--- src/hdl/edp_config.svh ---
`ifndef EDP_CONFIG_SVH
`define EDP_CONFIG_SVH

// Data path word width, bit 0 is the sign bit
`define EDP_WORD_BITS 36

// Fast memory geometry
`define EDP_FM_WORDS 16
`define EDP_FM_ADDR_BITS 4

// One microword per clock
`define EDP_UWORD_BITS 32

`endif
--- src/hdl/edpPkg.sv ---
`default_nettype none

package edpPkg;

  // AD function, microword bits 3:0
  typedef enum logic [3:0] {
    adADD   = 4'd0,
    adSUB   = 4'd1,
    adINC   = 4'd2,
    adAND   = 4'd3,
    adOR    = 4'd4,
    adXOR   = 4'd5,
    adPASSA = 4'd6,
    adPASSB = 4'd7,
    adNOTA  = 4'd8
  } tAdFunc;

  // ADA operand select
  typedef enum logic [1:0] {adaAR, adaARX, adaMQ, adaZERO} tAdaSel;

  // ADB operand select
  typedef enum logic [1:0] {adbFM, adbBRx2, adbBR, adbARx4} tAdbSel;

  // AR halfword source
  typedef enum logic [1:0] {arCACHE, arAD, arEBUS, arZERO} tArSel;

  // MQ universal shift register function
  typedef enum logic [1:0] {mqLOAD, mqSHL, mqSHR, mqHOLD} tMqFunc;

  // Diagnostic readback source, codes 6 and 7 both read AD
  typedef enum logic [2:0] {
    diagAR  = 3'd0,
    diagBR  = 3'd1,
    diagMQ  = 3'd2,
    diagFM  = 3'd3,
    diagBRX = 3'd4,
    diagARX = 3'd5,
    diagAD  = 3'd6
  } tDiagSel;

endpackage

`default_nettype wire

--- src/hdl/edpTop.sv ---
`timescale 1ns/1ps
`default_nettype none
`include "edp_config.svh"

module edpTop
  import edpPkg::*;
(
  input  wire logic                         CLK,
  input  wire logic                         FPGA_RESET,
  input  wire logic [`EDP_UWORD_BITS-1:0]   uWord,
  input  wire logic [0:`EDP_WORD_BITS-1]    cacheDataRead,
  input  wire logic [0:`EDP_WORD_BITS-1]    ebusIn,
  input  wire logic                         diagRead,
  input  wire logic [2:0]                   diagFunc,
  output logic      [0:`EDP_WORD_BITS-1]    cacheDataWrite,
  output logic      [0:`EDP_WORD_BITS-1]    ebusData,
  output logic                              ebusDriving,
  output logic                              adCarry,
  output logic                              adOverflow,
  output logic                              fmParity
);

  tAdFunc adFunc;
  tAdaSel adaSel;
  tAdbSel adbSel;
  tArSel  arSel;
  tMqFunc mqFunc;
  logic arlLoad, arrLoad, arxLoad, brLoad, brxLoad;
  logic fmWriteL, fmWriteR, carryIn, adToEbus;
  logic [`EDP_FM_ADDR_BITS-1:0] fmAddr;
  logic [0:`EDP_WORD_BITS-1] ar, arx, br, brx, mq, fm, ad;

  microDecode decode (
    .CLK, .FPGA_RESET, .uWord, .adCarry,
    .adFunc, .adaSel, .adbSel, .arSel,
    .arlLoad, .arrLoad, .arxLoad, .brLoad, .brxLoad,
    .mqFunc, .fmWriteL, .fmWriteR, .fmAddr,
    .carryIn, .adToEbus
  );

  operandRegs regs (
    .CLK, .FPGA_RESET, .arSel,
    .arlLoad, .arrLoad, .arxLoad, .brLoad, .brxLoad,
    .cacheDataRead, .ebusIn, .ad,
    .ar, .arx, .br, .brx
  );

  mqShifter mqReg (.CLK, .FPGA_RESET, .mqFunc, .ad, .adCarry, .mq);

  fastMemory fmem (
    .CLK, .FPGA_RESET, .fmAddr, .fmWriteL, .fmWriteR, .ar, .fm, .fmParity
  );

  adderUnit adder (
    .adFunc, .adaSel, .adbSel, .carryIn,
    .ar, .arx, .br, .brx, .mq, .fm,
    .ad, .adCarry, .adOverflow
  );

  ebusDriver ebus (
    .CLK, .FPGA_RESET, .diagRead, .diagFunc, .adToEbus,
    .ar, .br, .mq, .fm, .brx, .arx, .ad,
    .ebusData, .ebusDriving
  );

  // Cache write data comes straight from AR
  assign cacheDataWrite = ar;

endmodule

`default_nettype wire

--- src/hdl/ebusDriver.sv ---
`timescale 1ns/1ps
`default_nettype none
`include "edp_config.svh"

module ebusDriver
  import edpPkg::*;
(
  input  wire logic                       CLK,
  input  wire logic                       FPGA_RESET,
  input  wire logic                       diagRead,
  input  wire logic [2:0]                 diagFunc,
  input  wire logic                       adToEbus,
  input  wire logic [0:`EDP_WORD_BITS-1]  ar,
  input  wire logic [0:`EDP_WORD_BITS-1]  br,
  input  wire logic [0:`EDP_WORD_BITS-1]  mq,
  input  wire logic [0:`EDP_WORD_BITS-1]  fm,
  input  wire logic [0:`EDP_WORD_BITS-1]  brx,
  input  wire logic [0:`EDP_WORD_BITS-1]  arx,
  input  wire logic [0:`EDP_WORD_BITS-1]  ad,
  output logic      [0:`EDP_WORD_BITS-1]  ebusData,
  output logic                            ebusDriving
);

  tDiagSel diagSel;
  logic [0:`EDP_WORD_BITS-1] ebusR;

  // AD strobe overrides the diagnostic function
  assign diagSel = adToEbus ? diagAD : tDiagSel'(diagFunc);

  always_ff @(posedge CLK) begin
    if (FPGA_RESET) begin
      ebusR       <= '0;
      ebusDriving <= 1'b0;
    end else begin
      ebusDriving <= diagRead | adToEbus;
      if (diagRead | adToEbus) begin
        case (diagSel)
          diagAR:  ebusR <= ar;
          diagBR:  ebusR <= br;
          diagMQ:  ebusR <= mq;
          diagFM:  ebusR <= fm;
          diagBRX: ebusR <= brx;
          diagARX: ebusR <= arx;
          default: ebusR <= ad;
        endcase
      end
    end
  end

  // Bus reads zero when not driven
  assign ebusData = ebusDriving ? ebusR : '0;

endmodule

`default_nettype wire

--- src/hdl/adderUnit.sv ---
`timescale 1ns/1ps
`default_nettype none
`include "edp_config.svh"

module adderUnit
  import edpPkg::*;
(
  input  wire tAdFunc                     adFunc,
  input  wire tAdaSel                     adaSel,
  input  wire tAdbSel                     adbSel,
  input  wire logic                       carryIn,
  input  wire logic [0:`EDP_WORD_BITS-1]  ar,
  input  wire logic [0:`EDP_WORD_BITS-1]  arx,
  input  wire logic [0:`EDP_WORD_BITS-1]  br,
  input  wire logic [0:`EDP_WORD_BITS-1]  brx,
  input  wire logic [0:`EDP_WORD_BITS-1]  mq,
  input  wire logic [0:`EDP_WORD_BITS-1]  fm,
  output logic      [0:`EDP_WORD_BITS-1]  ad,
  output logic                            adCarry,
  output logic                            adOverflow
);

  localparam int W      = `EDP_WORD_BITS;
  localparam int GBITS  = 6;
  localparam int GROUPS = W / GBITS;

  logic [0:W-1] opA, opB, opBeff;
  logic [0:W-1] gen, prop, bitCin, sum;
  logic [0:GROUPS-1] grpG, grpP;
  // carryAt[j] is the carry out of group j, carryAt[GROUPS] is the carry in
  logic [0:GROUPS] carryAt;
  logic cin, arith;

  always_comb begin
    case (adaSel)
      adaAR:   opA = ar;
      adaARX:  opA = arx;
      adaMQ:   opA = mq;
      default: opA = '0;
    endcase
  end

  // Shifted forms pull their low bits from the extension register
  always_comb begin
    case (adbSel)
      adbFM:   opB = fm;
      adbBRx2: opB = {br[1:W-1], brx[0]};
      adbBR:   opB = br;
      default: opB = {ar[2:W-1], arx[0:1]};
    endcase
  end

  assign arith  = (adFunc == adADD) || (adFunc == adSUB) || (adFunc == adINC);
  assign opBeff = (adFunc == adSUB) ? ~opB : (adFunc == adINC) ? '0 : opB;
  assign cin    = (adFunc == adADD) ? carryIn : 1'b1;
  assign gen    = opA & opBeff;
  assign prop   = opA ^ opBeff;

  // 6-bit group generate and propagate
  always_comb begin
    for (int k = 0; k < GROUPS; k++) begin
      grpG[k] = 1'b0;
      grpP[k] = 1'b1;
      for (int i = GBITS * k; i < GBITS * k + GBITS; i++) begin
        grpG[k] = grpG[k] | (grpP[k] & gen[i]);
        grpP[k] = grpP[k] & prop[i];
      end
    end
  end

  // Lookahead stage, sum of products per group
  always_comb begin
    logic term;
    carryAt[GROUPS] = cin;
    for (int j = 0; j < GROUPS; j++) begin
      carryAt[j] = 1'b0;
      for (int m = j; m <= GROUPS; m++) begin
        term = (m == GROUPS) ? cin : grpG[m];
        for (int n = j; n < m; n++) begin
          term = term & grpP[n];
        end
        carryAt[j] = carryAt[j] | term;
      end
    end
  end

  // Ripple within each group from its lookahead carry
  always_comb begin
    for (int k = 0; k < GROUPS; k++) begin
      bitCin[GBITS * k + GBITS - 1] = carryAt[k + 1];
      for (int i = GBITS * k + GBITS - 1; i > GBITS * k; i--) begin
        bitCin[i - 1] = gen[i] | (prop[i] & bitCin[i]);
      end
    end
  end

  assign sum = prop ^ bitCin;

  always_comb begin
    case (adFunc)
      adADD, adSUB, adINC: ad = sum;
      adAND:   ad = opA & opB;
      adOR:    ad = opA | opB;
      adXOR:   ad = opA ^ opB;
      adPASSB: ad = opB;
      adNOTA:  ad = ~opA;
      default: ad = opA;
    endcase
  end

  assign adCarry    = arith & carryAt[0];
  assign adOverflow = arith & (bitCin[0] ^ carryAt[0]);

endmodule

`default_nettype wire

--- src/hdl/fastMemory.sv ---
`timescale 1ns/1ps
`default_nettype none
`include "edp_config.svh"

module fastMemory (
  input  wire logic                          CLK,
  input  wire logic                          FPGA_RESET,
  input  wire logic [`EDP_FM_ADDR_BITS-1:0]  fmAddr,
  input  wire logic                          fmWriteL,
  input  wire logic                          fmWriteR,
  input  wire logic [0:`EDP_WORD_BITS-1]     ar,
  output logic      [0:`EDP_WORD_BITS-1]     fm,
  output logic                               fmParity
);

  localparam int HALF = `EDP_WORD_BITS / 2;

  // Separate left and right arrays for halfword writes
  logic [0:HALF-1] memL [`EDP_FM_WORDS];
  logic [0:HALF-1] memR [`EDP_FM_WORDS];

  always_ff @(posedge CLK) begin
    if (FPGA_RESET) begin
      for (int i = 0; i < `EDP_FM_WORDS; i++) begin
        memL[i] <= '0;
        memR[i] <= '0;
      end
    end else begin
      if (fmWriteL) begin
        memL[fmAddr] <= ar[0:HALF-1];
      end
      if (fmWriteR) begin
        memR[fmAddr] <= ar[HALF:`EDP_WORD_BITS-1];
      end
    end
  end

  // Asynchronous read
  assign fm       = {memL[fmAddr], memR[fmAddr]};
  assign fmParity = ^fm;

endmodule

`default_nettype wire

--- src/hdl/mqShifter.sv ---
`timescale 1ns/1ps
`default_nettype none
`include "edp_config.svh"

module mqShifter
  import edpPkg::*;
(
  input  wire logic                       CLK,
  input  wire logic                       FPGA_RESET,
  input  wire tMqFunc                     mqFunc,
  input  wire logic [0:`EDP_WORD_BITS-1]  ad,
  input  wire logic                       adCarry,
  output logic      [0:`EDP_WORD_BITS-1]  mq
);

  localparam int LSB = `EDP_WORD_BITS - 1;

  always_ff @(posedge CLK) begin
    if (FPGA_RESET) begin
      mq <= '0;
    end else begin
      case (mqFunc)
        mqLOAD: mq <= ad;
        // Adder carry enters at the low end
        mqSHL:  mq <= {mq[1:LSB], adCarry};
        // Sign bit is replicated
        mqSHR:  mq <= {mq[0], mq[0:LSB-1]};
        default: mq <= mq;
      endcase
    end
  end

endmodule

`default_nettype wire

--- src/hdl/operandRegs.sv ---
`timescale 1ns/1ps
`default_nettype none
`include "edp_config.svh"

module operandRegs
  import edpPkg::*;
(
  input  wire logic                       CLK,
  input  wire logic                       FPGA_RESET,
  input  wire tArSel                      arSel,
  input  wire logic                       arlLoad,
  input  wire logic                       arrLoad,
  input  wire logic                       arxLoad,
  input  wire logic                       brLoad,
  input  wire logic                       brxLoad,
  input  wire logic [0:`EDP_WORD_BITS-1]  cacheDataRead,
  input  wire logic [0:`EDP_WORD_BITS-1]  ebusIn,
  input  wire logic [0:`EDP_WORD_BITS-1]  ad,
  output logic      [0:`EDP_WORD_BITS-1]  ar,
  output logic      [0:`EDP_WORD_BITS-1]  arx,
  output logic      [0:`EDP_WORD_BITS-1]  br,
  output logic      [0:`EDP_WORD_BITS-1]  brx
);

  localparam int HALF = `EDP_WORD_BITS / 2;

  logic [0:`EDP_WORD_BITS-1] arSrc;

  // AR source mux, shared by both halves
  always_comb begin
    case (arSel)
      arCACHE: arSrc = cacheDataRead;
      arAD:    arSrc = ad;
      arEBUS:  arSrc = ebusIn;
      default: arSrc = '0;
    endcase
  end

  // AR halves load independently
  always_ff @(posedge CLK) begin
    if (FPGA_RESET) begin
      ar <= '0;
    end else begin
      if (arlLoad) begin
        ar[0:HALF-1] <= arSrc[0:HALF-1];
      end
      if (arrLoad) begin
        ar[HALF:`EDP_WORD_BITS-1] <= arSrc[HALF:`EDP_WORD_BITS-1];
      end
    end
  end

  always_ff @(posedge CLK) begin
    if (FPGA_RESET) begin
      arx <= '0;
    end else if (arxLoad) begin
      arx <= ad;
    end
  end

  // BR and BRX take the old AR and ARX
  always_ff @(posedge CLK) begin
    if (FPGA_RESET) begin
      br  <= '0;
      brx <= '0;
    end else begin
      if (brLoad) begin
        br <= ar;
      end
      if (brxLoad) begin
        brx <= arx;
      end
    end
  end

endmodule

`default_nettype wire

--- src/hdl/microDecode.sv ---
`timescale 1ns/1ps
`default_nettype none
`include "edp_config.svh"

module microDecode
  import edpPkg::*;
(
  input  wire logic                         CLK,
  input  wire logic                         FPGA_RESET,
  input  wire logic [`EDP_UWORD_BITS-1:0]   uWord,
  input  wire logic                         adCarry,
  output tAdFunc                            adFunc,
  output tAdaSel                            adaSel,
  output tAdbSel                            adbSel,
  output tArSel                             arSel,
  output logic                              arlLoad,
  output logic                              arrLoad,
  output logic                              arxLoad,
  output logic                              brLoad,
  output logic                              brxLoad,
  output tMqFunc                            mqFunc,
  output logic                              fmWriteL,
  output logic                              fmWriteR,
  output logic [`EDP_FM_ADDR_BITS-1:0]      fmAddr,
  output logic                              carryIn,
  output logic                              adToEbus
);

  logic heldCarry;
  logic [1:0] carryMode;

  // Unused function codes fall back to pass-A
  always_comb begin
    case (uWord[3:0])
      adADD, adSUB, adINC, adAND, adOR, adXOR, adPASSA, adPASSB, adNOTA:
        adFunc = tAdFunc'(uWord[3:0]);
      default:
        adFunc = adPASSA;
    endcase
  end

  assign adaSel    = tAdaSel'(uWord[5:4]);
  assign adbSel    = tAdbSel'(uWord[7:6]);
  assign arSel     = tArSel'(uWord[9:8]);
  assign arlLoad   = uWord[10];
  assign arrLoad   = uWord[11];
  assign arxLoad   = uWord[12];
  assign brLoad    = uWord[13];
  assign brxLoad   = uWord[14];
  assign mqFunc    = tMqFunc'(uWord[16:15]);
  assign fmWriteL  = uWord[17];
  assign fmWriteR  = uWord[18];
  assign fmAddr    = uWord[22:19];
  assign carryMode = uWord[24:23];
  assign adToEbus  = uWord[25];

  // Carry out of the previous microword, for multiword add chains
  always_ff @(posedge CLK) begin
    if (FPGA_RESET) begin
      heldCarry <= 1'b0;
    end else begin
      heldCarry <= adCarry;
    end
  end

  always_comb begin
    case (carryMode)
      2'd1:    carryIn = 1'b1;
      2'd2:    carryIn = heldCarry;
      default: carryIn = 1'b0;
    endcase
  end

endmodule

`default_nettype wire

--- config.mk ---
export PLATFORM = sky130hd
export DESIGN_NAME = edpTop
export DESIGN_NICKNAME = d
export VERILOG_FILES = /design/src/hdl/edpPkg.sv /design/src/hdl/edpTop.sv /design/src/hdl/ebusDriver.sv /design/src/hdl/adderUnit.sv /design/src/hdl/fastMemory.sv /design/src/hdl/mqShifter.sv /design/src/hdl/operandRegs.sv /design/src/hdl/microDecode.sv
export VERILOG_INCLUDE_DIRS = /design/src /design/src/hdl
export SDC_FILE = /design/constraint.sdc
export NUM_CORES = 2
export LEC_CHECK = 0
export BUFFER_PORTS_ARGS = -buffer_cell sky130_fd_sc_hd__buf_4
export CAP_MARGIN = 40
export CORE_MARGIN = 1
export CORE_UTILIZATION = 38
export DETAILED_ROUTE_END_ITERATION = 12
export PLACE_DENSITY = 0.58
export SLEW_MARGIN = 10
export SYNTH_ARGS = -nofsm -noshare
export SYNTH_HDL_FRONTEND = slang
export SYNTH_SLANG_ARGS = --single-unit
--- constraint.sdc ---
create_clock -name CLK -period 10.48 [get_ports CLK]
set_input_delay 1.048 -clock CLK [delete_from_list [all_inputs] [get_ports CLK]]
set_output_delay 1.048 -clock CLK [all_outputs]
set_load 0.05 [all_outputs]
* Word-level counts from Yosys, hierarchy flattened
Memories as Yosys holds them, arrays and structs flattened. Index checks and enable logic that the tools add are counted.
Word-level totals: output and inout bits 76, memories kept 2, bits in writable memories 576, bits in registers 218, bits of input ports 110, word-level logic and storage cells 326
Operators by class: reduce and logical (&&, ||, !) cells 17, bitwise operators 240, multiplexer cells 27, equality and inequality tests 30
Memory list:
- fmem.memL | depth 16, width 18, read ports 1, clocked after Yosys merged registers in 0, write ports 16, RTL line fastMemory.sv:19 | logic [0:HALF-1] memL [`EDP_FM_WORDS];
- fmem.memR | depth 16, width 18, read ports 1, clocked after Yosys merged registers in 0, write ports 16, RTL line fastMemory.sv:20 | logic [0:HALF-1] memR [`EDP_FM_WORDS];
Operators with widths (number):
- one-hot mux 36 bit (3 select lines) | 4
- one-hot mux 36 bit (6 select lines) | 2
- bitwise AND 1 bit | 148
- two-way mux 36 bit | 3
- bitwise XOR 36 bit | 3
- OR 1 bit | 82
- bitwise AND 36 bit | 2
- inverter 36 bit | 2
- two-way mux 18 bit | 2
- OR 36 bit | 1
- OR reduction 18 bit | 2
- XOR reduction 36 bit | 1
- == test 4 x 3 -> 1 bit (second input constant) | 7
- == test 4 x 2 -> 1 bit (second input constant) | 4
- two-way mux 4 bit | 3
- two-way mux 1 bit | 11
- == test 2 x 1 -> 1 bit (second input constant) | 5
- == test 2 bit (second input constant) | 5
- OR reduction 9 bit | 1
- == test 4 x 1 -> 1 bit (second input constant) | 2
- == test 4 bit (second input constant) | 2
- zero test 2 bit | 4
- zero test 4 bit | 2
- == test 3 x 2 -> 1 bit (second input constant) | 2
- other kinds (12) | 14

* Logic depth before layout (Yosys ltp)
depth in word-level cells 32, mapped depth 32, depth with buffers taken out 29

* By module
Synthesis repeated with hierarchy kept, for this count alone.
Unflattened totals: cells, all modules 3627, area, all modules 44154.8 um^2
Modules (own cells, without submodules):
- fastMemory | sequential area each 17296.6 um^2, instances 1, cells an instance 1604, area an instance 26177.6 um^2
- adderUnit | sequential area each 0.0 um^2, instances 1, cells an instance 802, area an instance 6148.4 um^2
- operandRegs | sequential area each 2882.8 um^2, instances 1, cells an instance 588, area an instance 6137.1 um^2
- ebusDriver | sequential area each 740.7 um^2, instances 1, cells an instance 420, area an instance 3348.2 um^2
- mqShifter | sequential area each 720.7 um^2, instances 1, cells an instance 179, area an instance 2082.0 um^2
- microDecode | sequential area each 20.0 um^2, instances 1, cells an instance 34, area an instance 261.5 um^2

* Worst setup path after synthesis
OpenSTA, ideal clock, no wires.
kind input-to-output, start input port uWord[19], end output port adOverflow, required time 9432 ps, data arrival time 7921 ps, stages on the path 26, setup slack 1511 ps, path buffers 4, cells stage by stage buf_6 buf_12 buf_6 buf_6 mux4_2 a221oi_2 nor2_1 a211oi_1 a21oi_1 mux2i_1 ha_1 a21o_1 a221oi_1 o21ai_0 a221o_1 nand3b_1 a21oi_1 nor2_1 nand2_1 fa_1 fa_1 fa_1 fa_1 fa_1 or4_1 nand2_1
Between the ends: cells in the longest elaborated chain, start to end 29, elaborated cells on any way between the ends 157, classes of those cells 3 x mux; 152 x bitwise; 2 x memory
RTL lines:
- start: declaration | RTL line edpTop.sv:10 | input wire logic [`EDP_UWORD_BITS-1:0] uWord,
- memory read (16 x 18 bit) (on tied branches)
- one-hot mux 36 bit (3 select lines) * | RTL line adderUnit.sv:45 | case (adbSel)
- two-way mux 36 bit / inverter 36 bit (equally long branches) | RTL line adderUnit.sv:54 | assign opBeff = (adFunc == adSUB) ? ~opB : (adFunc == adINC) ? '0 : opB;
- two-way mux 36 bit * | RTL line adderUnit.sv:54
- bitwise XOR 36 bit / bitwise AND 36 bit (equally long branches) | RTL line adderUnit.sv:57, adderUnit.sv:56
- bitwise AND 1 bit (on tied branches) | RTL line adderUnit.sv:65, adderUnit.sv:66
- OR 1 bit, or another cell as far along (3 in a row) | RTL line adderUnit.sv:65 | grpG[k] = grpG[k] | (grpP[k] & gen[i]);
- OR 1 bit / bitwise AND 1 bit (equally long branches) | RTL line adderUnit.sv:65
- [... 11 more ...]
- bitwise AND 1 bit | RTL line adderUnit.sv:92 | bitCin[i - 1] = gen[i] | (prop[i] & bitCin[i]);
- OR 1 bit | RTL line adderUnit.sv:92
- bitwise AND 1 bit | RTL line adderUnit.sv:92
- OR 1 bit | RTL line adderUnit.sv:92
- bitwise AND 1 bit | RTL line adderUnit.sv:92
- OR 1 bit | RTL line adderUnit.sv:92
- bitwise XOR 1 bit * | RTL line adderUnit.sv:112 | assign adOverflow = arith & (bitCin[0] ^ carryAt[0]);
- bitwise AND 1 bit * | RTL line adderUnit.sv:112
- end: declaration | RTL line edpTop.sv:19 | output logic adOverflow,
Every way passes the cells marked *; elsewhere a longest branch is shown, timed or not.

* Worst setup path after layout
Ends and elaborated chain as after synthesis.

==> run_results.csv <==
group,metric,value,unit
clock_network,cts_tree,"built",
critical_path,r2r-start,"fmem.memR[11][0]",
floorplan,core_area,112000,um2
power_and_ir_drop,ir_worst_vdd,202,uV
clock_network,cts_max_level,3,
sta,setup_viol,0,
sta,finalSetupTns,0,ns
place,place_inst,5143,
critical_path,cp.buffers_inverters,4,
power_and_ir_drop,seqPwrFrac,45.7,%
synthesis,yosys_warnings,0,
route,met3_length,8560,um
critical_path,cp-start-kind,"input port",
flow_run,drv_cap,0,
power_and_ir_drop,p_clk_share,37.7,%
synthesis,yosysMostFrequentCell,"and2_1",
finish,n_fill_cell,10300,
worst_hold_path,min_from,"ebus.ebusR[24]",
synthesis,synth_area,43100,um2
floorplan,rows,123,
power_and_ir_drop,p_leak,19.0,nW
critical_path,crit_fanout,28,
critical_path,cp.required,9.43,ns
synthesis,synth_cells,3673,
sta,period_minus_slack,9.93,ns
route,drc,0,
floorplan,die_width,339,um
clock_network,cts_sinks,794,
sta,rsz0062_at_grt,"false",
grt,grt_max_degree,75,
synthesis,synth_edf_count,576,
place,place_congestion,0.834,
route,top_layer,"met5",
place,dpl_worst_slack,0.592,ns
sta,setup_ws,0.546,ns
critical_path,worst-r2r-setup-slack,2.28,ns
clock_network,cts_buffer_depth,3,
critical_path,startpoint,"uWord[19]",
synthesis,syn_avg_cell_area,11.7,um2
power_and_ir_drop,power_switching,2.20,mW
finish,finalNonFillerCells,5295,
sta,slew_violations,0,
floorplan,start_util,38.3,%
grt,gr-usage-all-layers,23.4,%
synthesis,yosys_register_bits,794,
grt,grt-ovfl-total,0,
critical_path,cpMostUsedCell,"fa_1",
route,first_pass_iters,5,
critical_path,r2r-end,"regs.ar[0]",
power_and_ir_drop,switching_share,28.0,%
floorplan,pin_count,186,
route,antenna_left,0,
critical_path,critPathKind,"input port to output pin",
critical_path,end_kind,"output pin",
worst_hold_path,hold_depth,2,
sta,fin_crit_sh,94.8,%
worst_hold_path,min_path_type,"register to register",
critical_path,crit_family,"adder cells",
clock_network,cts_made_buffers,83,
sta,hold_violations,0,
place,portBuffers,179,
synthesis,syn_nets,3927,
finish,utilization,43.4,%
sta,max_freq,101,MHz
finish,synthToLayoutAreaGrowth,13.3,%
route,met1_length,59000,um
synthesis,synth_common_cells,"614 x and2_1, 576 x edfxtp_1, 266 x clkbuf_1",
clock_network,clk_pin_slew,0.06,ns
clock_network,post_cts_resized,0,
synthesis,synth-async-reset-ratio,0,%
critical_path,critical-path-max-stage-delay,0.55,ns
finish,drive_above_1_share,17.9,%
worst_hold_path,min_to,"ebus.ebusR[24]",
clock_network,insertion_delay,0.66,ns
sta,slew_headroom,38.1,%
synthesis,yosys.area.top_type,"edfxtp_1",
route,vias_per_cell,5.66,
synthesis,synth_cell_types,55,
route,route.met2.wl,63200,um
floorplan,die_h,339,um
synthesis,synth_ff_type,"edfxtp_1",
route,drt_iter0_drc,2746,
route,wirelength,135000,um
sta,hold_slack,0.434,ns
synthesis,synth_top_area_share,40.1,%
synthesis,synth.area.top_cells,"edfxtp_1 40%, dfxtp_1 10%, mux4_2 9.5%",
power_and_ir_drop,p_int,5.67,mW
sta,tightest_slew,0.903,ns
power_and_ir_drop,p_per_area,161,nW/um2
clock_network,cts_setup_buffers,0,
route,num_vias,30000,
place,dp_hpwl,86000,um
grt,grt_pass1_wl,202000,um
critical_path,worstPathArrival,8.89,ns
clock_network,cts_root_buf,"clkbuf_16",
status,status,"complete, no violations",
clock_network,cts_hold_buf,0,
finish,nets,3982,
critical_path,worstRegToRegCells,27,
grt,antenna_found_initial,5,
floorplan,dieArea,115000,um2
power_and_ir_drop,power_frac_comb,16.5,%
grt,grt_pass1_vias,30100,
synthesis,yosysSeqAreaShare,50.3,%
critical_path,slowest_stage,"mux4_2",
sta,skew,0.0314,ns
route,post_drt_wl_per_cell,25.5,um
[cells by family after synthesis]
kind of cell,Yosys count,share of synthesized area (%)
AO/OA/AOI/OAI,656,10.2
XOR/XNOR,42,0.906
adder cells (fa/ha/maj),144,4.70
buffers and inverters,410,3.99
flip-flops,794,50.3
multiplexers,416,15.1
AND/OR/NAND/NOR,1211,14.8
[cell type report]
| type | instances | area (um2) | share of cell area [%] |
|---|---|---|---|
| antenna | 2 | 5.00 | 0.0103 |
| tap | 1500 | 1880 | 3.84 |
| clock buffer | 113 | 2350 | 4.81 |
| sequential | 794 | 21700 | 44.4 |
| inverter | 80 | 300 | 0.615 |
| timing repair buffer | 300 | 2500 | 5.12 |
| clock inverter | 37 | 327 | 0.669 |
| multi-input combinational | 2469 | 19800 | 40.6 |
[worst max path at each step]
stage / to / depth (start not counted)
CTS: adOverflow / 26
finish: adOverflow / 26
floorplan: adOverflow / 26
global route: adOverflow / 26
global placement: adOverflow / 26
detailed placement: adOverflow / 26
[state kept, by name (all words and copies together), names as in the netlist]
name,cells
regs.brx,36
fmem.memR,288
ebus.ebusR,36
regs.ar,36
decode.heldCarry,1
fmem.memL,288
regs.br,36
mqReg.mq,36
regs.arx,36
ebus.ebusDriving,1
[layout by cell type, fill, tap and decap left out, drive strengths merged, types with 20 or more instances in the layout]
master / synthesis / final
o21a: 23 / 23
a221oi: 70 / 70
a22o: 32 / 32
and2: 614 / 614
fa: 30 / 30
o21ai: 166 / 166
mux4: 185 / 185
clkbuf: 266 / 114
nor2: 243 / 243
a211oi: 51 / 51
nand2: 212 / 212
a21oi: 155 / 155
nor3: 44 / 44
or2: 37 / 37
clkinv: 1 / 29
a22oi: 74 / 74
nand4: 23 / 23
inv: 79 / 80
xnor2: 33 / 33
dfxtp: 218 / 218
mux2i: 231 / 231
edfxtp: 576 / 576
ha: 114 / 114
buf: 64 / 299
o31ai: 20 / 20
[worst register-to-register path, cell delays in order, from the launching register on]
cell      delay [ns]
edfxtp_1        0.37
mux4_2          0.49
a22o_1          0.33
a221oi_2        0.45
inv_1           0.08
mux4_2          0.53
mux2i_1         0.27
ha_1            0.27
and3_1          0.17
a221oi_1        0.35
o21ai_0         0.27
a221o_1         0.48
nand3b_1        0.21
a21oi_1         0.13
nor2_1          0.12
nand2_1         0.08
fa_1            0.46
fa_1            0.48
fa_1            0.47
fa_1            0.47
fa_1            0.49
xor2_1          0.18
a221oi_1        0.23
o21ai_0         0.13
a211oi_1        0.23
a21oi_1         0.12
a21oi_1         0.17
nor3_1          0.06
[layer usage]
layer / global-route usage, % / vias to the layer above
met5: 0 / -
met4: 7.91 / 2
met3: 3.20 / 266
met2: 37.9 / 1144
met1: 32.2 / 15100
li1: - / 13500
[power by group through the flow]
stage | clock [mW] | sequential, mW | combinational [mW]
floorplan | 0 | 3.65 | 0.830
CTS | 3.01 | 3.60 | 1.30
finish | 2.97 | 3.60 | 1.30
detailed placement | 0 | 3.66 | 1.29
global placement | 0 | 3.67 | 1.25
global route | 3.13 | 3.61 | 1.39
[stage by stage]
step           instance area, um2  total power [mW]
6_report                    48800              7.87
5_1_grt                     48800              8.14
4_1_cts                     48800              7.91
3_5_place_dp                46100              4.96
3_3_place_gp                45900              4.93
2_1_floorplan               43100              4.48
Power figures use the tool's default switching activity.
